## src/bench/program.hex

```
// One 32-bit instruction word per line, word n at address 0x1000 + 4*n
// Columns: instruction word in hex, addi filler with two JALs (+12 and a misaligned +6)
00100093
00200113
00300193
00c002ef
00400213
00500213
00600313
00700393
006000ef
00900493
00a00513
00b00593
00c00613
00000013
00000013
00000013
00000013
00000013
```

## src/design/fetch_pkg.sv

```systemverilog
//****************************************
// Shared types for the fetch front end
// Addresses are 40-bit virtual, no compressed instructions
// Cause codes follow the RISC-V mcause numbering where one exists
//****************************************

package fetch_pkg;

    // Virtual address and raw instruction word
    typedef logic [39:0] addr_t;
    typedef logic [31:0] inst_t;

    // Boot address and base of the instruction ROM
    localparam addr_t RESET_PC = 40'h1000;

    // Only opcode the decoder understands
    localparam logic [6:0] OPCODE_JAL = 7'h6f;

    // Next PC source in order of rising priority
    typedef enum logic [1:0] {
        SEL_PC,
        SEL_PC_4,
        SEL_REDIRECT,
        SEL_COMMIT
    } next_pc_sel_t;

    // Misaligned fetch is mcause 0, so "none" takes an unused code
    typedef enum logic [3:0] {
        MISALIGNED_FETCH = 4'h0,
        NO_EXC           = 4'hf
    } exc_cause_t;

    // Four-phase request towards the instruction memory
    typedef struct packed {
        logic  req;
        addr_t vaddr;
    } icache_req_t;

    // Four-phase answer with data valid while ack is high
    typedef struct packed {
        logic  ack;
        inst_t data;
    } icache_resp_t;

    // Queue payload produced by the PC generator
    typedef struct packed {
        addr_t      pc;
        inst_t      inst;
        logic       ex_valid;
        exc_cause_t ex_cause;
    } fetch_entry_t;

    // Decoded entry offered to the backend
    typedef struct packed {
        addr_t      pc;
        inst_t      inst;
        logic [4:0] rd;
        logic       is_jal;
        addr_t      target;
        exc_cause_t ex_cause;
    } decode_entry_t;

endpackage

```

## src/design/pc_gen.sv

```systemverilog
//****************************************
// PC generator with a four-phase fetch request
// One request in flight at a time
// Halts after a misaligned PC until a commit
//****************************************
`timescale 1ns/100ps

module pc_gen (
    input  logic                    clk_i,
    input  logic                    rstn_i,
    input  fetch_pkg::icache_resp_t icache_resp_i,
    input  logic                    full_i,
    input  logic                    redirect_i,
    input  fetch_pkg::addr_t        redirect_pc_i,
    input  logic                    commit_valid_i,
    input  fetch_pkg::addr_t        pc_commit_i,
    output fetch_pkg::icache_req_t  icache_req_o,
    output logic                    push_o,
    output fetch_pkg::fetch_entry_t entry_o
);
    import fetch_pkg::*;

    // IDLE picks the next step, DRAIN waits for ack to fall
    typedef enum logic [2:0] {ST_IDLE, ST_REQ, ST_DRAIN, ST_PUSH, ST_HALT} state_t;

    state_t       state_q, state_d;
    next_pc_sel_t pc_sel;
    addr_t        pc_q, next_pc;
    addr_t        vaddr_q;
    fetch_entry_t entry_q;
    logic         discard_q;
    logic         steer;
    logic         misaligned;

    // Any change of fetch direction by commit or decode
    assign steer      = commit_valid_i | redirect_i;
    assign misaligned = |pc_q[1:0];

    // Push while the queue has room, flush in the same cycle wins
    assign push_o  = (state_q == ST_PUSH) && !full_i;
    assign entry_o = entry_q;

    // Request is high only in REQ, address held from launch
    assign icache_req_o.req   = (state_q == ST_REQ);
    assign icache_req_o.vaddr = vaddr_q;

    // Commit first, then decode redirect, then advance on a good push
    always_comb begin
        if (commit_valid_i) begin
            pc_sel = SEL_COMMIT;
        end else if (redirect_i) begin
            pc_sel = SEL_REDIRECT;
        end else if (push_o && !entry_q.ex_valid) begin
            pc_sel = SEL_PC_4;
        end else begin
            pc_sel = SEL_PC;
        end
    end

    always_comb begin
        unique case (pc_sel)
            SEL_PC:       next_pc = pc_q;
            SEL_PC_4:     next_pc = pc_q + 40'h4;
            SEL_REDIRECT: next_pc = redirect_pc_i;
            SEL_COMMIT:   next_pc = pc_commit_i;
            default:      next_pc = pc_q;
        endcase
    end

    always_comb begin
        state_d = state_q;
        unique case (state_q)
            // Bad PC skips the cache and queues an exception
            ST_IDLE:  if (!steer) state_d = misaligned ? ST_PUSH : ST_REQ;
            ST_REQ:   if (icache_resp_i.ack) state_d = ST_DRAIN;
            // Stale data is dropped once the handshake closes
            ST_DRAIN: begin
                if (!icache_resp_i.ack) begin
                    state_d = (discard_q || steer) ? ST_IDLE : ST_PUSH;
                end
            end
            ST_PUSH: begin
                if (steer) begin
                    state_d = ST_IDLE;
                end else if (!full_i) begin
                    state_d = entry_q.ex_valid ? ST_HALT : ST_IDLE;
                end
            end
            ST_HALT:  if (commit_valid_i) state_d = ST_IDLE;
            default:  state_d = ST_IDLE;
        endcase
    end

    always_ff @(posedge clk_i or negedge rstn_i) begin
        if (!rstn_i) begin
            state_q   <= ST_IDLE;
            pc_q      <= RESET_PC;
            discard_q <= 1'b0;
        end else begin
            state_q <= state_d;
            pc_q    <= next_pc;
            // Remember a redirect that hit an open handshake
            if ((state_q == ST_DRAIN) && !icache_resp_i.ack) begin
                discard_q <= 1'b0;
            end else if ((state_q == ST_REQ || state_q == ST_DRAIN) && steer) begin
                discard_q <= 1'b1;
            end
        end
    end

    // Launch address and the entry waiting for the queue
    always_ff @(posedge clk_i) begin
        if ((state_q == ST_IDLE) && !steer) begin
            if (misaligned) begin
                entry_q <= '{pc: pc_q, inst: '0, ex_valid: 1'b1, ex_cause: MISALIGNED_FETCH};
            end else begin
                vaddr_q <= pc_q;
            end
        end
        if ((state_q == ST_REQ) && icache_resp_i.ack) begin
            entry_q <= '{pc: vaddr_q, inst: icache_resp_i.data, ex_valid: 1'b0,
                         ex_cause: NO_EXC};
        end
    end

endmodule

```

## src/design/icache_rom.sv

```systemverilog
//****************************************
// Instruction ROM with a four-phase port
// Contents come from program.hex in the run directory
// ROM_DELAY must be at least 1
//****************************************
`timescale 1ns/100ps

module icache_rom #(
    parameter int ROM_WORDS = 64,
    parameter int ROM_DELAY = 1
) (
    input  logic                    clk_i,
    input  logic                    rstn_i,
    input  fetch_pkg::icache_req_t  req_i,
    output fetch_pkg::icache_resp_t resp_o
);
    import fetch_pkg::*;

    localparam int IDX_W = (ROM_WORDS > 1) ? $clog2(ROM_WORDS) : 1;
    localparam int CNT_W = (ROM_DELAY > 1) ? $clog2(ROM_DELAY) : 1;

    inst_t            mem [ROM_WORDS];
    addr_t            word_off;
    logic [IDX_W-1:0] word_idx;
    logic [CNT_W-1:0] delay_q;
    logic             ack_q;
    logic             fire;
    inst_t            data_q;

    initial begin
        $readmemh("/design/src/bench/program.hex", mem);
    end

    // Word offset from the boot address wrapped over the ROM
    assign word_off = (req_i.vaddr - RESET_PC) >> 2;
    assign word_idx = IDX_W'(word_off % addr_t'(ROM_WORDS));

    // Last wait cycle of an open request
    assign fire = req_i.req && !ack_q && (delay_q == CNT_W'(ROM_DELAY - 1));

    always_ff @(posedge clk_i or negedge rstn_i) begin
        if (!rstn_i) begin
            ack_q   <= 1'b0;
            delay_q <= '0;
        end else if (fire) begin
            ack_q   <= 1'b1;
            delay_q <= '0;
        end else if (req_i.req && !ack_q) begin
            delay_q <= delay_q + 1'b1;
        end else if (!req_i.req && ack_q) begin
            // Requester closed the handshake
            ack_q <= 1'b0;
        end
    end

    always_ff @(posedge clk_i) begin
        if (fire) data_q <= mem[word_idx];
    end

    assign resp_o.ack  = ack_q;
    assign resp_o.data = data_q;

endmodule

```

## src/design/fetch_queue.sv

```systemverilog
//****************************************
// Circular FIFO with single-cycle push and pop
// Push when full and pop when empty are ignored
// Flush wins over a push in the same cycle
//****************************************
`timescale 1ns/100ps

module fetch_queue #(
    parameter type payload_t   = logic [31:0],
    parameter int  QUEUE_DEPTH = 4
) (
    input  logic     clk_i,
    input  logic     rstn_i,
    input  logic     push_i,
    input  payload_t data_i,
    input  logic     pop_i,
    input  logic     flush_i,
    output payload_t head_o,
    output logic     full_o,
    output logic     empty_o
);
    localparam int PTR_W = (QUEUE_DEPTH > 1) ? $clog2(QUEUE_DEPTH) : 1;
    localparam int CNT_W = $clog2(QUEUE_DEPTH + 1);

    typedef logic [PTR_W-1:0] ptr_t;

    payload_t         mem [QUEUE_DEPTH];
    ptr_t             rd_ptr_q, wr_ptr_q;
    logic [CNT_W-1:0] count_q;
    logic             do_push, do_pop;

    // Wrap at the depth, which need not be a power of two
    function automatic ptr_t ptr_inc(ptr_t p);
        ptr_t n;
        if (p == ptr_t'(QUEUE_DEPTH - 1)) n = '0;
        else n = p + 1'b1;
        return n;
    endfunction

    assign full_o  = (count_q == CNT_W'(QUEUE_DEPTH));
    assign empty_o = (count_q == '0);
    assign head_o  = mem[rd_ptr_q];

    assign do_push = push_i && !full_o && !flush_i;
    assign do_pop  = pop_i && !empty_o && !flush_i;

    always_ff @(posedge clk_i or negedge rstn_i) begin
        if (!rstn_i) begin
            rd_ptr_q <= '0;
            wr_ptr_q <= '0;
            count_q  <= '0;
        end else if (flush_i) begin
            rd_ptr_q <= '0;
            wr_ptr_q <= '0;
            count_q  <= '0;
        end else begin
            if (do_push) wr_ptr_q <= ptr_inc(wr_ptr_q);
            if (do_pop) rd_ptr_q <= ptr_inc(rd_ptr_q);
            // Simultaneous push and pop keep the count
            if (do_push && !do_pop) count_q <= count_q + 1'b1;
            else if (do_pop && !do_push) count_q <= count_q - 1'b1;
        end
    end

    always_ff @(posedge clk_i) begin
        if (do_push) mem[wr_ptr_q] <= data_i;
    end

endmodule

```

## src/design/decode_stage.sv

```systemverilog
//****************************************
// Decode of rd and JAL, four-phase output
// Redirect is a pulse in the pop cycle
// One entry in flight towards the backend
//****************************************
`timescale 1ns/100ps

module decode_stage (
    input  logic                     clk_i,
    input  logic                     rstn_i,
    input  fetch_pkg::fetch_entry_t  head_i,
    input  logic                     empty_i,
    input  logic                     out_ack_i,
    output logic                     pop_o,
    output logic                     redirect_o,
    output fetch_pkg::addr_t         redirect_pc_o,
    output logic                     out_req_o,
    output fetch_pkg::decode_entry_t out_o
);
    import fetch_pkg::*;

    addr_t         j_imm;
    addr_t         jal_target;
    logic          is_jal;
    decode_entry_t dec;
    logic          req_q;
    decode_entry_t out_q;

    // J-type immediate sign-extended to the address width
    assign j_imm = {{19{head_i.inst[31]}}, head_i.inst[31], head_i.inst[19:12],
                    head_i.inst[20], head_i.inst[30:21], 1'b0};
    assign jal_target = head_i.pc + j_imm;

    // Exception entries carry a zero word, never a jump
    assign is_jal = !head_i.ex_valid && (head_i.inst[6:0] == OPCODE_JAL);

    always_comb begin
        dec.pc       = head_i.pc;
        dec.inst     = head_i.inst;
        dec.rd       = head_i.inst[11:7];
        dec.is_jal   = is_jal;
        // Fall-through for anything but a JAL
        dec.target   = is_jal ? jal_target : head_i.pc + 40'h4;
        dec.ex_cause = head_i.ex_valid ? head_i.ex_cause : NO_EXC;
    end

    // Take the head only once the previous ack has dropped
    assign pop_o = !req_q && !empty_i && !out_ack_i;

    // Fetch restarts at the jump target
    assign redirect_o    = pop_o && is_jal;
    assign redirect_pc_o = jal_target;

    always_ff @(posedge clk_i or negedge rstn_i) begin
        if (!rstn_i) begin
            req_q <= 1'b0;
        end else if (pop_o) begin
            req_q <= 1'b1;
        end else if (req_q && out_ack_i) begin
            // Backend took it, wait for ack low before the next
            req_q <= 1'b0;
        end
    end

    // Held stable while the request is open
    always_ff @(posedge clk_i) begin
        if (pop_o) out_q <= dec;
    end

    assign out_req_o = req_q;
    assign out_o     = out_q;

endmodule

```

## src/design/frontend_top.sv

```systemverilog
//****************************************
// Fetch front end, PC to decoded entry
// Commit and decode redirect both flush the queue
//****************************************
`timescale 1ns/100ps

module frontend_top #(
    parameter int QUEUE_DEPTH = 4,
    parameter int ROM_WORDS   = 64,
    parameter int ROM_DELAY   = 1
) (
    input  logic                     clk_i,
    input  logic                     rstn_i,
    input  logic                     commit_valid_i,
    input  fetch_pkg::addr_t         pc_commit_i,
    input  logic                     out_ack_i,
    output logic                     out_req_o,
    output fetch_pkg::decode_entry_t out_o
);
    import fetch_pkg::*;

    icache_req_t  icache_req;
    icache_resp_t icache_resp;
    fetch_entry_t push_entry, head_entry;
    logic         push, pop, full, empty;
    logic         redirect, flush;
    addr_t        redirect_pc;

    // Any redirect empties the queue in the same cycle
    assign flush = redirect | commit_valid_i;

    pc_gen u_pc_gen (
        .clk_i, .rstn_i, .icache_resp_i(icache_resp), .full_i(full),
        .redirect_i(redirect), .redirect_pc_i(redirect_pc), .commit_valid_i, .pc_commit_i,
        .icache_req_o(icache_req), .push_o(push), .entry_o(push_entry)
    );

    icache_rom #(.ROM_WORDS(ROM_WORDS), .ROM_DELAY(ROM_DELAY)) u_icache_rom (
        .clk_i, .rstn_i, .req_i(icache_req), .resp_o(icache_resp)
    );

    fetch_queue #(.payload_t(fetch_entry_t), .QUEUE_DEPTH(QUEUE_DEPTH)) u_fetch_queue (
        .clk_i, .rstn_i, .push_i(push), .data_i(push_entry), .pop_i(pop), .flush_i(flush),
        .head_o(head_entry), .full_o(full), .empty_o(empty)
    );

    decode_stage u_decode_stage (
        .clk_i, .rstn_i, .head_i(head_entry), .empty_i(empty), .out_ack_i,
        .pop_o(pop), .redirect_o(redirect), .redirect_pc_o(redirect_pc),
        .out_req_o, .out_o
    );

endmodule

```

## config.mk

```make
export PLATFORM = sky130hd
export DESIGN_NAME = frontend_top
export DESIGN_NICKNAME = d
export VERILOG_FILES = /design/src/design/fetch_pkg.sv /design/src/design/pc_gen.sv /design/src/design/icache_rom.sv /design/src/design/fetch_queue.sv /design/src/design/decode_stage.sv /design/src/design/frontend_top.sv
export SDC_FILE = /design/constraint.sdc
export NUM_CORES = 1
export LEC_CHECK = 0
export BUFFER_PORTS_ARGS = -buffer_cell sky130_fd_sc_hd__clkbuf_2
export CAP_MARGIN = 15
export CORE_ASPECT_RATIO = 2
export CORE_MARGIN = 2
export CORE_UTILIZATION = 40
export CTS_CLUSTER_DIAMETER = 150
export DETAILED_ROUTE_END_ITERATION = 8
export PLACE_DENSITY = 0.63
export SLEW_MARGIN = 20
export SYNTH_ARGS = -nofsm -noshare
export SYNTH_HDL_FRONTEND = slang
export SYNTH_SLANG_ARGS = --single-unit
```

## constraint.sdc

```tcl
create_clock -name clk_i -period 19.47 [get_ports clk_i]
set_input_delay 1.947 -clock clk_i [delete_from_list [all_inputs] [get_ports clk_i]]
set_output_delay 1.947 -clock clk_i [all_outputs]
set_load 0.01 [all_outputs]
```

==> summary.md <==
| Metric | Value |
|---|---|
| Status | finished, final reports clean |
| Dpl cell area | 16,500 µm² |
| Critical Path RT | 19.67 ns |
| Slew headroom | 39.5% |
| Layout cell share with drive strength beyond 1 | 23.4% |
| Mapped Area | 15,500 µm² |
| Final setup TNS | 0 ns |
| Number of synthesized flops with an enable pin | 327 |
| Final ANT Viol Nets | 0 |
| Clk_skew | 0.0199 ns |
| Crit path launch type | input pin |
| RSZ-0062 raised after global routing | no |
| Antenna violations before repair | 0 |
| Post-route clock period utilization | 20.0% |
| DRT Wirelength | 27,000 µm |
| Post-CTS Setup Bufs | 0 |
| CTS tree | done |
| Most instantiated cells after synthesis | 327 x edfxtp_1, 56 x nand2_1, 55 x xnor2_1, 53 x dfrtp_1, 45 x buf_4 |
| TritonCTS Buffers | 31 |
| Resize count post-CTS | 0 |
| Slew Limit Fails | 0 |
| Hold Crit Class | reg -> reg |
| H-tree depth | 1 |
| GP Congestion | 0.798 |
| PwrDens | 124 nW/µm² |
| Die Wd | 143 µm |
| IO Port Bufs | 128 |
| Avg Synthesized Cell Area | 16.5 µm² |
| Crit path DAT | 4.08 ns |
| Vias in the first global route | 7,989 |
| Hold-fix buffers, CTS | 0 |
| Synth unique cells | 54 |
| First drt pass iteration count | 4 |
| Clock sink count | 383 |
| GRT Overall Usage | 13.4% |
| Count leader, synth | edfxtp_1 |
| Top_reg_cell synth | edfxtp_1 |
| Iter 0 DRT Violations | 351 |
| Final instance area | 17,600 µm² |
| Synth Instances | 940 |
| Peak VDD IR | 0.0000722 V |
| Max Cap Violations | 0 |
| Post-synth top area cell | edfxtp_1 |
| Worst skew pair latency | 0.57 ns |
| Final Non-Filler Cells | 1,609 |
| Root buf cell | clkbuf_16 |
| DIE AREA | 40,500 µm² |
| Cell row count | 102 |
| Worst-path maximum fanout | 41 |
| Least-Margin Pin Slew | 0.907 ns |
| Clock Pin Slew Worst Setup and Hold Paths | 0.07 ns |
| Largest net degree at the start of global routing | 68 |
| Seq/Total Area, Yosys | 72.3% |
| Synth top area cells | edfxtp_1 63%, dfrtp_1 8.6%, mux4_2 5.8% |
| First-pass GRT wire length | 42,500 µm |
| Filler cells | 3,463 |
| Nets | 1,116 |
| Final Hold Vio Count | 0 |
| Die Ht | 282 µm |
| Initial Util | 40.2% |
| Worst Setup End Kind | flop |
| Drt via density | 4.88 |
| Placed Instances | 1,551 |
| Synth async-reset ratio | 14.1% |
| Fmax | 257 MHz |
| WL/cell | 16.8 µm |
| Grt ovf | 0 |
| Vias | 7,851 |
| Worst hold-check slack | 0.453 ns |
| Ys Warns | 0 |
| IO Pins | 167 |
| Critical path class | in -> reg |
| DP HPWL | 18,800 µm |
| Clock Path Buffers | 3 |
| Number of synthesized register bits | 383 |
| P_leak | 6.09 nW |
| Tmin final | 3.89 ns |
| Yosys top cell area share | 63.3% |
| Core area | 38,500 µm² |
| Final setup fails | 0 |
| # diodes | 0 |
| P&R area growth vs syn | 13.3% |
| Drt drc | 0 |
## final cells by class
type	count	area, µm²	area share, %
Timing Repair Buffer	142	746	4.24
Inverter	19	71.3	0.406
Tap cell	520	651	3.70
Multi-Input combinational cell	487	3820	21.8
Sequential cell	383	11200	63.8
Clock inverter	20	225	1.28
Clock buffer	38	842	4.79
## layer usage
metal,vias to the layer above,track usage [%],part of all wire (%)
met3,50,1.79,4.0
met1,3827,14.6,37
met5,-,0,0
met4,0,6.46,4.2
met2,199,25.3,55
li1,3775,-,-
## worst max-delay path, cell delays in order
cell	delay, ns
clkbuf_2	0.08
buf_4	0.24
nor4_1	0.68
o21ai_0	0.36
nand2b_2	0.74
## cells in the final DEF (no fill, tap or decap), drive strengths merged, types with 4 or more instances in the layout
cell,count
edfxtp,327
nand2,56
nand3,22
nand4,34
and2,11
a22o,40
a31oi,6
clkbuf,166
mux2,4
xnor2,55
clkinv,10
a21oi,4
mux4,40
nor4,15
xor2,16
nor2,25
conb,38
bufinv,4
and4,11
dfrtp,53
o21ai,40
inv,23
nor3,16
ha,7
mux2i,5
buf,14
or3,4
and3,15
## kinds of logic (layout without fill, tap and decap cells)
| family | after synthesis | after routing | share of synthesized area [%] |
|---|---|---|---|
| flops | 383 | 383 | 72.3 |
| xor+xnor | 71 | 71 | 4.01 |
| simple gates | 218 | 218 | 7.90 |
| other cells | 1 | 38 | 0.0242 |
| buf+inv | 107 | 219 | 4.05 |
| mux | 49 | 49 | 6.42 |
| compound gates | 103 | 103 | 4.61 |
| fa+ha+maj | 8 | 8 | 0.694 |
## power by group
part / leakage (nW) / switching, mW / internal, mW
Sequential: 3.68 / 0.0742 / 1.08
Clock: 0.524 / 0.280 / 0.363
Combinational: 1.88 / 0.227 / 0.152
Total: 6.09 / 0.581 / 1.59
## flip-flops by register name (all words and copies together), names as in the netlist, 2 cells and up
register,flops
u_fetch_queue.count_q,3
u_decode_stage.out_o,79
u_fetch_queue.wr_ptr_q,2
u_fetch_queue.mem,168
u_pc_gen.pc_q,40
u_fetch_queue.rd_ptr_q,2
u_pc_gen.state_q,3
u_pc_gen.vaddr_q,40
u_pc_gen.entry_o,42
## path summary, 6_finish.rpt
kind,cells after the start,slack (ns),from,to
setup / recovery,5,15.58,commit_valid_i,u_pc_gen.entry_o[54]
hold / removal,1,0.45,u_icache_rom.delay_q,u_icache_rom.ack_q
setup reg to reg,7,16.07,u_fetch_queue.rd_ptr_q[0],u_decode_stage.out_o[42]
hold reg to reg,1,0.45,u_icache_rom.delay_q,u_icache_rom.ack_q
max in group asynchronous,2,17.48,rstn_i,u_fetch_queue.rd_ptr_q[0]
min in group asynchronous,2,1.50,rstn_i,u_pc_gen.pc_q[1]
## per-stage QoR
stage	power, mW	util (%)	worst slack [ns]
5_1_grt	2.28	45.6	15.38
6_report	2.17	45.6	15.58
3_3_place_gp	1.55	42.8	15.16
2_1_floorplan	1.45	-	10.26
3_5_place_dp	1.56	42.8	15.00
4_1_cts	2.20	45.6	15.66
No activity file was read; power rests on OpenSTA's default activity.
